$ cat config.mk
export PLATFORM = sky130hd
export DESIGN_NAME = dial_top
export DESIGN_NICKNAME = d
export VERILOG_FILES = /design/src/dial_quad_pkg.sv /design/src/dial_input_pkg.sv /design/src/dial_top.sv /design/src/dial_position_counter.sv /design/src/dial_quad_encoder.sv /design/src/dial_step_gen.sv /design/src/dial_cfg_regs.sv
export VERILOG_INCLUDE_DIRS = /design/src
export SDC_FILE = /design/constraint.sdc
export NUM_CORES = 1
export LEC_CHECK = 0
export ABC_AREA = 1
export BUFFER_PORTS_ARGS = -buffer_cell sky130_fd_sc_hd__buf_2
export CORE_MARGIN = 3
export CORE_UTILIZATION = 64
export CTS_CLUSTER_SIZE = 25
export DETAILED_ROUTE_END_ITERATION = 16
export PLACE_DENSITY_LB_ADDON = 0.1
export REMOVE_ABC_BUFFERS = 1
export SLEW_MARGIN = 20
export SYNTH_ARGS = -nofsm -noshare
export SYNTH_HDL_FRONTEND = slang
export SYNTH_SLANG_ARGS = --single-unit
export TNS_END_PERCENT = 10
$ cat constraint.sdc
create_clock -name clk -period 6.3 [get_ports clk]
set_input_delay 1.575 -clock clk [delete_from_list [all_inputs] [get_ports clk]]
set_output_delay 1.575 -clock clk [all_outputs]
set_load 0.1 [all_outputs]
$ cat src/dial_params.svh
// Dial emulation parameters
`ifndef DIAL_PARAMS_SVH
`define DIAL_PARAMS_SVH

// Index of the active-low left bit in the joystick word.
// The right bit sits at the next index up.
`define DIAL_LEFT_BIT 0

// Width of the signed position count kept for each axis.
// Sixteen bits is far more than a burst can move between host reads.
`define DIAL_POS_W 16

// Width of the momentum counter in the step generator.
// The top bit is the sign, so the largest burst must fit below half the range.
`define DIAL_MOM_W 8

`endif
$ cat src/dial_quad_pkg.sv
// Quadrature side types
package dial_quad_pkg;

    // A step request moves the encoder only when exactly one of inc or dec is set.
    typedef struct packed {
        logic pulse;
        logic inc;
        logic dec;
    } step_req_t;

    // Two-phase output as the dial controller chip sees it.
    typedef struct packed {
        logic a;
        logic b;
    } quad_t;

    // Forward Gray order is 00, 01, 11, 10.
    function automatic quad_t quad_fwd(input quad_t q);
        quad_t n;
        n.a = q.b;
        n.b = ~q.a;
        return n;
    endfunction

    // Backward order walks the same ring the other way.
    function automatic quad_t quad_bwd(input quad_t q);
        quad_t n;
        n.a = ~q.b;
        n.b = q.a;
        return n;
    endfunction

endpackage

$ cat src/dial_input_pkg.sv
// Player input types
package dial_input_pkg;

    // Sensitivity selects both the joystick pacing and the spinner burst length.
    typedef logic [1:0] sensty_t;

    // One player's controls as they arrive from the input side.
    // The joystick buttons are active low.
    // The spinner event line toggles once per detent; its level carries no meaning.
    typedef struct packed {
        logic [9:0] joystick;
        logic       spinner_dir;
        logic       spinner_evt;
    } player_in_t;

    // Configuration word written by the host side.
    // Raw mode passes spinner detents straight through as single steps.
    // Reverse swaps the direction of every step.
    typedef struct packed {
        sensty_t sensty;
        logic    raw;
        logic    reverse;
    } dial_cfg_t;

endpackage

$ cat src/dial_top.sv
// Dial emulation top level
`timescale 1ns/1ps
`include "dial_params.svh"

module dial_top
    import dial_input_pkg::*;
    import dial_quad_pkg::*;
(
    input  logic                          clk,
    input  logic                          rst_n,
    input  logic                          lhbl,
    input  player_in_t                    p1,
    input  player_in_t                    p2,
    input  logic                          cfg_wr,
    input  dial_cfg_t                     cfg_wdata,
    input  logic                          pos_clr,
    output quad_t                         dial_x,
    output quad_t                         dial_y,
    output logic signed [`DIAL_POS_W-1:0] pos_x,
    output logic signed [`DIAL_POS_W-1:0] pos_y
);

    dial_cfg_t cfg;
    logic      clr;
    step_req_t step_x;
    step_req_t step_y;

    // Configuration and the shared clear pulse.
    dial_cfg_regs u_cfg (
        .clk       (clk),
        .rst_n     (rst_n),
        .cfg_wr    (cfg_wr),
        .cfg_wdata (cfg_wdata),
        .pos_clr   (pos_clr),
        .cfg       (cfg),
        .clr       (clr)
    );

    // Player 1 drives the x axis and player 2 the y axis.
    dial_step_gen u_step (
        .clk    (clk),
        .rst_n  (rst_n),
        .lhbl   (lhbl),
        .p1     (p1),
        .p2     (p2),
        .cfg    (cfg),
        .step_x (step_x),
        .step_y (step_y)
    );

    dial_quad_encoder u_enc_x (
        .clk   (clk),
        .rst_n (rst_n),
        .step  (step_x),
        .quad  (dial_x)
    );

    dial_quad_encoder u_enc_y (
        .clk   (clk),
        .rst_n (rst_n),
        .step  (step_y),
        .quad  (dial_y)
    );

    // The counters decode the same phases the host chip would read.
    dial_position_counter u_pos_x (
        .clk   (clk),
        .rst_n (rst_n),
        .quad  (dial_x),
        .clr   (clr),
        .pos   (pos_x)
    );

    dial_position_counter u_pos_y (
        .clk   (clk),
        .rst_n (rst_n),
        .quad  (dial_y),
        .clr   (clr),
        .pos   (pos_y)
    );

endmodule

$ cat src/dial_position_counter.sv
// Dial position counter
`timescale 1ns/1ps
`include "dial_params.svh"

module dial_position_counter
    import dial_quad_pkg::*;
(
    input  logic                          clk,
    input  logic                          rst_n,
    input  quad_t                         quad,
    input  logic                          clr,
    output logic signed [`DIAL_POS_W-1:0] pos
);

    localparam logic signed [`DIAL_POS_W-1:0] POS_ONE = `DIAL_POS_W'(1);

    // Phase seen on the previous cycle.
    quad_t last_q;
    logic  fwd;
    logic  bwd;

    // Only a single-step move on the Gray ring counts.
    // A jump across the ring matches neither and is dropped.
    assign fwd = quad == quad_fwd(last_q);
    assign bwd = quad == quad_bwd(last_q);

    // Count follows the phase one edge after it changes.
    // Clear wins over a step on the same cycle.
    always_ff @(posedge clk) begin
        if (!rst_n) begin
            last_q <= '0;
            pos    <= '0;
        end else begin
            last_q <= quad;
            if (clr) begin
                pos <= '0;
            end else if (fwd) begin
                pos <= pos + POS_ONE;
            end else if (bwd) begin
                pos <= pos - POS_ONE;
            end
        end
    end

endmodule

$ cat src/dial_quad_encoder.sv
// Dial quadrature encoder
`timescale 1ns/1ps

module dial_quad_encoder
    import dial_quad_pkg::*;
(
    input  logic      clk,
    input  logic      rst_n,
    input  step_req_t step,
    output quad_t     quad
);

    // A request is valid only with a pulse and exactly one direction.
    // A pulse with both or neither direction set is an idle joystick.
    logic step_ok;

    assign step_ok = step.pulse && (step.inc ^ step.dec);

    // The phase is the output itself, so the host sees it on the next edge.
    // Forward follows the Gray ring 00, 01, 11, 10 and backward walks it in reverse.
    always_ff @(posedge clk) begin
        if (!rst_n) begin
            quad <= '0;
        end else if (step_ok) begin
            quad <= step.inc ? quad_fwd(quad) : quad_bwd(quad);
        end
    end

    // The counter on the host side loses a step if both phases move together.
    a_gray_only : assert property (@(posedge clk) disable iff (!rst_n)
        $countones(quad ^ $past(quad)) <= 1);

endmodule

$ cat src/dial_step_gen.sv
// Dial step generator
`timescale 1ns/1ps
`include "dial_params.svh"

module dial_step_gen
    import dial_input_pkg::*;
    import dial_quad_pkg::*;
(
    input  logic       clk,
    input  logic       rst_n,
    input  logic       lhbl,
    input  player_in_t p1,
    input  player_in_t p2,
    input  dial_cfg_t  cfg,
    output step_req_t  step_x,
    output step_req_t  step_y
);

    localparam int LEFT_BIT  = `DIAL_LEFT_BIT;
    localparam int RIGHT_BIT = `DIAL_LEFT_BIT + 1;
    localparam int MW        = `DIAL_MOM_W;
    localparam logic [MW-1:0] MOM_ONE = MW'(1);

    logic            lhbl_l;
    logic            line_start;
    logic [3:0]      line_cnt;
    logic [3:0]      joy_limit;
    logic            joy_line;
    logic            cen;
    logic [MW-1:0]   mom_base;
    player_in_t      pin [2];
    logic [1:0]      last_evt;
    logic [1:0]      evt;
    logic [MW-1:0]   mom [2];
    step_req_t       req [2];

    // Reverse swaps the two directions after the source has picked them.
    function automatic step_req_t make_req(input logic pulse, input logic inc,
                                           input logic dec, input logic rev);
        step_req_t r;
        r.pulse = pulse;
        r.inc   = rev ? dec : inc;
        r.dec   = rev ? inc : dec;
        return r;
    endfunction

    // Index the players so one loop serves both.
    assign pin[0] = p1;
    assign pin[1] = p2;

    // A line start is the first cycle in which lhbl is seen high.
    assign line_start = lhbl & ~lhbl_l;

    // Joystick lines happen while the line counter is below the limit.
    // Sensitivity 1 is the fastest and 2 the slowest.
    always_comb begin
        unique case (cfg.sensty)
            2'd0:    joy_limit = 4'd8;
            2'd1:    joy_limit = 4'd15;
            2'd2:    joy_limit = 4'd1;
            default: joy_limit = 4'd4;
        endcase
    end

    assign joy_line = line_start && (line_cnt < joy_limit);

    // Burst length v is 8 times (sensty xor 2) plus 2.
    assign mom_base = {{(MW-5){1'b0}}, cfg.sensty ^ 2'b10, 3'd2};

    // Each change on a spinner toggle line is one event.
    always_comb begin
        for (int i = 0; i < 2; i++) begin
            evt[i] = pin[i].spinner_evt != last_evt[i];
        end
    end

    // Line timing and the half-rate enable that paces momentum steps.
    always_ff @(posedge clk) begin
        if (!rst_n) begin
            lhbl_l   <= lhbl;
            line_cnt <= '0;
            cen      <= 1'b0;
        end else begin
            lhbl_l <= lhbl;
            cen    <= ~cen;
            if (line_start) begin
                line_cnt <= line_cnt + 4'd1;
            end
        end
    end

    // Per-player step requests, all registered one cycle after their cause.
    // The toggle level follows the input even in reset, so no event is seen at release.
    always_ff @(posedge clk) begin
        for (int i = 0; i < 2; i++) begin
            last_evt[i] <= pin[i].spinner_evt;
            if (!rst_n) begin
                mom[i] <= '0;
                req[i] <= '0;
            end else if (cfg.raw) begin
                // Raw mode: one step per detent, in the spinner direction.
                mom[i] <= '0;
                req[i] <= make_req(evt[i], pin[i].spinner_dir, ~pin[i].spinner_dir,
                                   cfg.reverse);
            end else begin
                if (joy_line) begin
                    // Holding left steps forward, holding right steps backward.
                    req[i] <= make_req(1'b1, ~pin[i].joystick[LEFT_BIT],
                                       ~pin[i].joystick[RIGHT_BIT], cfg.reverse);
                end else if (cen && mom[i] != '0) begin
                    // The sign bit of the counter gives the burst direction.
                    req[i] <= make_req(1'b1, ~mom[i][MW-1], mom[i][MW-1], cfg.reverse);
                    mom[i] <= mom[i][MW-1] ? mom[i] + MOM_ONE : mom[i] - MOM_ONE;
                end else begin
                    req[i] <= '0;
                end
                // A new event restarts the burst, overriding any decay above.
                // Negative bursts start at 255-v and climb to zero, giving v+1 steps.
                if (evt[i]) begin
                    mom[i] <= pin[i].spinner_dir ? mom_base : ~mom_base;
                end
            end
        end
    end

    assign step_x = req[0];
    assign step_y = req[1];

    // In emulated mode a pulse needs a joystick line or live momentum one cycle earlier.
    a_no_idle_pulse : assert property (@(posedge clk) disable iff (!rst_n)
        (step_x.pulse || step_y.pulse) && !$past(cfg.raw)
        |-> $past(joy_line) || $past(mom[0] != '0) || $past(mom[1] != '0));

endmodule

$ cat src/dial_cfg_regs.sv
// Dial configuration registers
`timescale 1ns/1ps

module dial_cfg_regs
    import dial_input_pkg::*;
(
    input  logic      clk,
    input  logic      rst_n,
    input  logic      cfg_wr,
    input  dial_cfg_t cfg_wdata,
    input  logic      pos_clr,
    output dial_cfg_t cfg,
    output logic      clr
);

    // Last level of the external clear, used to find its rising edge.
    logic pos_clr_l;

    // The configuration word is latched on the write strobe.
    // The new value steers the step generator from the next cycle on.
    // The clear output is a single registered pulse per rising edge of pos_clr,
    // so a clear held for several cycles still zeroes the counters only once.
    always_ff @(posedge clk) begin
        if (!rst_n) begin
            cfg       <= '0;
            pos_clr_l <= 1'b0;
            clr       <= 1'b0;
        end else begin
            if (cfg_wr) begin
                cfg <= cfg_wdata;
            end
            pos_clr_l <= pos_clr;
            clr       <= pos_clr & ~pos_clr_l;
        end
    end

    // Both position counters see this pulse; it must stay one cycle wide.
    a_clr_single : assert property (@(posedge clk) disable iff (!rst_n)
        clr |=> !clr);

endmodule

==> impl_results.md, run 1 <==
* Clock-pin slew on the worst setup and hold paths at ~0.08 ns
* CP Class: input pin to flip-flop
* Worst setup EP type: flip-flop
* YS warnings at 0
* Die width at 98.52 microns
* CTS Sinks at 76
* Post-route cell area at roughly 6000 sq um
* Final WL at roughly 12000 microns
* GRT Overall Usage at between 20% and 30%
* Initial antenna violation count at 0
* Bufs and invs on worst path at 2
* Largest net degree at the start of global routing at 29
* Critical path's top delay family: simple AND/OR/NAND/NOR gates
* Worst vdd ir at ~0.00017 V
* Fraction of layout cells with a size suffix above 1 at between 10 and 15%
* Routed Antenna Nets at 0
* Achievable frequency at about 340 MHz
* MaxCap Viol Count at 0
* Overall die area at a little under 10000 sq um
* Worst-Skew Late Latency at 0.35 ns
* Startpoint types: input pin
* Fill cell count at approximately 690
* Core area at approximately 8300 sq um
* Slew headroom at a little under half
* GRT Residual Overflow at 0
* # setup viols final at 0
* Largest stage delay, worst path at between 0.4 and 0.5 ns
* Commonest non-fill, non-tap cells in the layout: nand2_1, inv_1, o21ai_0, nor2_1, dfxtp_1
* Io pins at 69
* CTS H-tree depth at 3
* Post-DP HPWL at about 9000 microns
* Crit path max-delay cell type: nor2_1
* Cell mode on critical path: nand3_1
* Starting density of the core at between 60% and 70%
* Synth Register Bits at 76
* P_leak at around 3.3 nW
* Die Ht at 98.52 microns
* Last weighted congestion value of the routability-driven placer at ~0.93
* RSZ-0062 raised after global routing: false
* DP Area at roughly 5800 sq um
* Netlist Area Pre-Place at roughly 5500 sq um
* Status: complete, no violations
* Clk buf depth at 2
* Final worst-path setup slack at 3.391 ns
* Iter 0 DRT Violations at between 150 and 200
* Post-Syn Area per Cell at approximately 7.1 sq um
* Hold_buf cts at 0
* Routed len/inst at ~12 microns
* Worst Hold Class: flip-flop to flip-flop
* Final #Nets at just over 900
* Layout Skew at ~0.0078 ns
* TritonRoute pass-1 iters at 5
* Post-CTS Setup Inserts at 0
* # resized after CTS at 0
* Final Hold Viols at 0
* Ant. Diodes at 0
* Register area share after synthesis at a little under a third
* CTS tree: done
* Commonest non-fill, non-tap cell in the layout: nand2_1
* Cells after synthesis at about 770
* Global-route wire length before repair at 20240 microns
* Detailed-route via count at about 5.0k
* Cell Pwr Density at between 400 and 500 nW/um^2
* Worst EP required at 6.28 ns
* Fin Setup TNS at 0 ns
* Area Growth Syn to Fin at 9.411%
* Pre-CTS setup slack at roughly 3.0 ns
* Num rows at 33
* Fin crit share at between 40 and 50%
* Max-slew violations at 0
* Number of I/O port buffers at 52
* Fin crit period at 2.909 ns
* Worst path cell trace: buf_2 -> inv_1 -> nor2_1 -> nand2_2 -> nand3_1 -> nand3_1
* Synth cell types at 40
* TritonCTS Buffers at 9
* Root Buffer: clkbuf_8
* Least-Margin Pin Slew at between 0.8 and 0.9 ns
* Crit Path Max Fanout at 8
* Vias per inst at about 5.3
* Residual DRC at 0
* Arrival @ worst endpoint at 2.89 ns
* Layout Utilization at between 70% and 80%
* Vias in the first global route at 4736
## state kept, by name, indices dropped and copies added, names as in the netlist
name / count
u_cfg.clr: 1
u_pos_y.last_q: 2
u_step.mom: 16
u_pos_x.last_q: 2
u_step.cen: 1
u_enc_x.quad: 2
u_enc_y.quad: 2
u_step.req: 6
u_step.line_cnt: 4
u_cfg.cfg: 4
u_cfg.pos_clr_l: 1
u_step.last_evt: 2
u_pos_x.pos: 16
u_pos_y.pos: 16
u_step.lhbl_l: 1
## power breakdown
group | switching, mW | internal [mW] | total (mW)
Clock | 0.191 | 0.183 | 0.374
Combinational | 1.31 | 0.539 | 1.85
Sequential | 0.0757 | 0.600 | 0.676
## kinds of logic (layout without fill, tap and decap cells)
group           after synthesis  after routing  share of synthesized area [%]
buf+inv                     141            198                          10.69
flops                        76             76                          31.80
compound gates              142            142                          14.21
fa+ha+maj                    52             52                          12.43
xor+xnor                     37             37                          5.916
other cells                   1              6                        0.06846
simple gates                318            318                          24.90
## per-stage QoR
stage / hold slack [ns] / power (mW) / std cells
finish: 0.3991 / 2.901 / 934
global route: 0.4098 / 3.145 / 934
CTS: 0.3879 / 2.896 / 934
detailed placement: 0.3837 / 2.517 / 918
global placement: 0.3751 / 2.459 / 918
floorplan: 0.3681 / 2.201 / 760
## area by class of cell
| cell class | count | area, sq um | area share (%) |
|---|---|---|---|
| inverter | 129 | 491.7 | 8.205 |
| timing repair buffer | 53 | 267.8 | 4.468 |
| sequential | 76 | 1742 | 29.06 |
| multi-input combinational | 555 | 3169 | 52.88 |
| tap | 105 | 131.4 | 2.192 |
| clock inverter | 6 | 63.81 | 1.065 |
| clock buffer | 10 | 127.6 | 2.129 |
## synthesized netlist by cell type (all sizes together)
cell / instances / area share, %
a211oi: 1 / 0.14
a21o: 3 / 0.41
a21oi: 52 / 4.8
a31oi: 5 / 0.57
a41oi: 1 / 0.16
and2: 2 / 0.23
buf: 9 / 1.5
clkbuf: 3 / 0.21
conb: 1 / 0.068
dfxtp: 54 / 20
edfxtp: 22 / 12
fa: 4 / 1.5
ha: 48 / 11
inv: 129 / 9.0
nand2: 183 / 13
nand3: 49 / 4.5
nand3b: 1 / 0.14
nand4: 12 / 1.4
nor2: 58 / 4.4
nor3: 8 / 0.73
o211ai: 3 / 0.41
o21a: 2 / 0.27
o21ai: 64 / 6.0
o21bai: 11 / 1.5
or2: 5 / 0.57
xnor2: 17 / 2.7
xor2: 20 / 3.2
## worst paths after layout
kind,slack [ns],depth (start not counted),startpoint,end
worst max register to register,3.44,12,u_enc_x.quad[1]$_SDFFE_PN0P_,u_pos_x.pos[14]$_SDFFE_PP0P_
worst min register to register,0.40,1,u_cfg.pos_clr_l$_SDFF_PN0_,u_cfg.clr$_SDFF_PN0_
worst min-delay path,0.40,1,u_cfg.pos_clr_l$_SDFF_PN0_,u_cfg.clr$_SDFF_PN0_
worst max-delay path,3.39,6,lhbl,u_step.mom[1][3]$_SDFFCE_PN0P_
## per-layer routing
metal	up-vias	GRT usage (%)	share of wire, %
li1	2594	-	-
met1	2258	29.92	45
met2	121	44.77	49
met3	17	3.043	4.4
met4	0	8.929	1.6
met5	-	0	0
Note: power is estimated with default switching activity, not from simulation.
==> run 2: changes to the inputs <==
- ABC_AREA: 1 -> 0
- CORE_UTILIZATION: 64 -> 53
- clock period: 6.3 -> 2.5 ns (I/O delays scaled with it)
==> run 2 against run 1 <==
Net effect:
- the run now ends with setup timing left
- sequential share of layout area is 2.2 points lower
- cell area increased by 8.5%
- first-iteration DRC count shrank 8.6%
- non-clock buffer count increased by 71
- count of clock-buffer cells in the layout unchanged
- setup slack got worse by 3.5 ns
- flip-flop and latch count unchanged
- final cell count down 11%
- die area increased by 13%
- utilization down 3.2 points
- clock skew increased by 0.0050 ns
- wire length unchanged
- largest cell class unchanged
- highest routed layer unchanged
==> impl_results.md, run 2 <==
* Worst path cell trace: xnor2_2 -> and2_4 -> clkinvlp_4 -> buf_4 -> fa_2 -> a211oi_2 -> nor2_2 -> o31ai_4 -> o21bai_1 -> a31oi_2 -> o221ai_1 -> nor3b_1 (was buf_2 -> inv_1 -> nor2_1 -> nand2_2 -> nand3_1 -> nand3_1)
* Worst setup EP type: flip-flop (unchanged)
* Fraction of layout cells with a size suffix above 1 at 27.94% (was 10.25%)
* Iter 0 DRT Violations at 159 (was 174)
* Io pins at 69 (unchanged)
* Routed len/inst at 13.92 microns (was 12.43 microns)
* Final worst-path setup slack at -0.1391 ns (was 3.391 ns)
* Yosys top cell area share at 20.88% (was 19.74%)
* FF/Latch Area at 1748 sq um (was 1742 sq um)
* Hold_buf cts at 0 (unchanged)
* Top flop regs: u_pos_x.pos (16), u_pos_y.pos (16), u_step.mom (16) (unchanged)
* CP endpoint: u_pos_y.pos[14]$_SDFFE_PP0P_ (was u_step.mom[1][3]$_SDFFCE_PN0P_)
* Initial antenna violation count at 0 (unchanged)
* Netlist Area Pre-Place at 5177 sq um (was 5478 sq um)
* Commonest non-fill, non-tap cells in the layout: buf_4, buf_2, nand2_1, dfxtp_1, a21oi_1 (was nand2_1, inv_1, o21ai_0, nor2_1, dfxtp_1)
* Startpoint types: flip-flop (was input pin)
* Largest area contributor in the netlist: dfxtp_1 (unchanged)
* Final Hold Viols at 0 (unchanged)
* CTS H-tree depth at 3 (unchanged)
* MaxCap Viol Count at 0 (unchanged)
* Num rows at 35 (was 33)
* Fin crit period at 2.639 ns
* Largest stage delay, worst path at 0.37 ns (was 0.47 ns)
* TritonRoute pass-1 iters at 4 (was 5)
* Most common cell in the netlist: dfxtp_1 (was nand2_1)
* Fill cell count at 808 (was 685)
* Hold depth at 1 (unchanged)
* Critical path's top delay family: compound AO/OA/AOI/OAI gates (was simple AND/OR/NAND/NOR gates)
* Fin crit share at 105.6%
* Most instantiated cells after synthesis: dfxtp_1, nand2_1, a21oi_1 (was nand2_1, inv_1, o21ai_0)
* Synth async-reset ratio at 0% (unchanged)
* Worst Hold Class: input pin to flip-flop (was flip-flop to flip-flop)
* RSZ-0062 raised after global routing: true (was false)
* Main synth FF type: dfxtp_1 (unchanged)
* Number of I/O port buffers at 52 (unchanged)
* Final #Nets at 785 (was 909)
* Crit path depth at 12 (was 6)
* Die width at 104.8 microns (was 98.52 microns)
* RR Startpoint: u_pos_y.last_q[0]$_SDFF_PN0_ (was u_enc_x.quad[1]$_SDFFE_PN0P_)
* Area Growth Syn to Fin at 25.54% (was 9.411%)
* TritonCTS Buffers at 9 (unchanged)
* Starting density of the core at 55.25% (was 66.33%)
* Commonest non-fill, non-tap cell in the layout: buf_4 (was nand2_1)
* Ant. Diodes at 0 (unchanged)
* Final WL at 11610 microns (unchanged)
* Ranking of synthesized cells by area: dfxtp_1, edfxtp_1, ha_1 (was dfxtp_1, nand2_1, edfxtp_1)
* Largest net degree at the start of global routing at 22 (was 29)
* Layout Skew at 0.01276 ns (was 0.007760 ns)
* DP Cell Count at 809 (was 918)
* Reg2reg setup slack at -0.14 ns (was 3.44 ns)
* Crit. Startpoint: u_pos_y.last_q[0]$_SDFF_PN0_ (was lhbl)
* Worst-Skew Late Latency at 0.34 ns (was 0.35 ns)
* Max-slew violations at 0 (unchanged)
* Global-route wire length before repair at 19720 microns (was 20240 microns)
* Root Buffer: clkbuf_8 (unchanged)
* Worst r2r dst: u_pos_y.pos[14]$_SDFFE_PP0P_ (was u_pos_x.pos[14]$_SDFFE_PP0P_)
* Overall die area at 10990 sq um (was 9705 sq um)
* Residual DRC at 0 (unchanged)
* CTS Sinks at 76 (unchanged)
* Non-filler cells, final at 834 (was 934)
* CTS tree: done (unchanged)
* Worst EP required at 2.73 ns (was 6.28 ns)
* GRT Residual Overflow at 0 (unchanged)
* Register area share after synthesis at 33.64% (was 31.80%)
* Crit Path Max Fanout at 3 (was 8)
* Failing checks: setup timing
* Routed Antenna Nets at 0 (unchanged)
* # setup viols final at 6 (was 0)
* Status: complete, but fails checks (was complete, no violations)
* Clock-pin slew on the worst setup and hold paths at 0.09 ns (was 0.08 ns)
* Vias in the first global route at 4436 (was 4736)
* Arrival @ worst endpoint at 2.87 ns (was 2.89 ns)
* Synth Register Bits at 76 (unchanged)
* FF-to-FF path depth at 12 (unchanged)
* YS warnings at 0 (unchanged)
* Last weighted congestion value of the routability-driven placer at 0.8308 (was 0.9313)
* Bufs and invs on worst path at 2 (unchanged)
* Post-DP HPWL at 8493 microns (was 8877 microns)
* Post-Syn Area per Cell at 8.896 sq um (was 7.142 sq um)
* Vias per inst at 5.457 (was 5.343)
* Fin Setup TNS at -0.4281 ns (was 0 ns)
* Detailed-route via count at 4551 (was 4990)
* Core area at 9371 sq um (was 8258 sq um)
* Area of the multi-input gates at 3488 sq um (was 3169 sq um)
* Cells after synthesis at 582 (was 767)
* GRT Overall Usage at 21.23% (was 24.68%)
* Number of synthesized flops with an enable pin at 22 (unchanged)
* Die Ht at 104.8 microns (was 98.52 microns)
* Crit path max-delay cell type: fa_2 (was nor2_1)
* Clk buf depth at 2 (unchanged)
* Achievable frequency at about 380 MHz
* CP Class: flip-flop to flip-flop (was input pin to flip-flop)
* Synth cell types at 65 (was 40)
==> run 2: timing repair <==
item,4_1_cts,5_1_grt
cloned,0,0
setup buffers,5,4
pin swaps,15,17
resized for setup,30,23
setup endpoints to repair,13,31
==> run 2: final cells by class <==
class | count | share of cell area (%)
Clock inverter | 6 | 1.001
Tap cell | 129 | 2.483
Clock buffer | 10 | 1.963
Timing Repair Buffer | 124 | 12.49
Multi-Input combinational cell | 464 | 53.67
Sequential cell | 76 | 26.89
Inverter | 25 | 1.501
==> run 2: per-stage QoR <==
stage	hold WS, ns	setup WS [ns]	utilization (%)	instance area [sq um]
finish	0.3926	-0.1391	69.36	6500
global route	0.3845	-0.2952	69.36	6500
CTS	0.3776	-0.1034	68.01	6374
detailed placement	0.3878	-0.2763	63.70	5969
global placement	0.3710	-0.1835	63.70	5969
floorplan	0.3674	-0.8844	-	5075
==> run 2: worst min path at each step <==
stage                                 end                  startpoint
floorplan            u_cfg.clr$_SDFF_PN0_  u_cfg.pos_clr_l$_SDFF_PN0_
global placement     u_cfg.clr$_SDFF_PN0_  u_cfg.pos_clr_l$_SDFF_PN0_
detailed placement   u_cfg.clr$_SDFF_PN0_  u_cfg.pos_clr_l$_SDFF_PN0_
CTS                 u_step.lhbl_l$_DFF_P_                        lhbl
global route        u_step.lhbl_l$_DFF_P_                        lhbl
finish              u_step.lhbl_l$_DFF_P_                        lhbl
==> run 2: cells by family after synthesis <==
logic type      synth area share (%)
flops                          33.64
other cells                  0.07243
mux                            1.982
simple gates                   19.82
xor+xnor                       7.274
compound gates                 19.91
fa+ha+maj                      13.15
buf+inv                        4.156
==> run 2: metal layers <==
layer	up-vias	routed length, microns	track usage (%)
li1	2330	-	-
met1	2151	5482	26.92
met2	62	5747	37.44
met3	8	272	3.027
met4	0	104	6.092
met5	-	0	0
Power of run 2 is left out: the tool's default activity adds up to more than one toggle a clock period on the data nets, which glitch-free logic cannot reach.
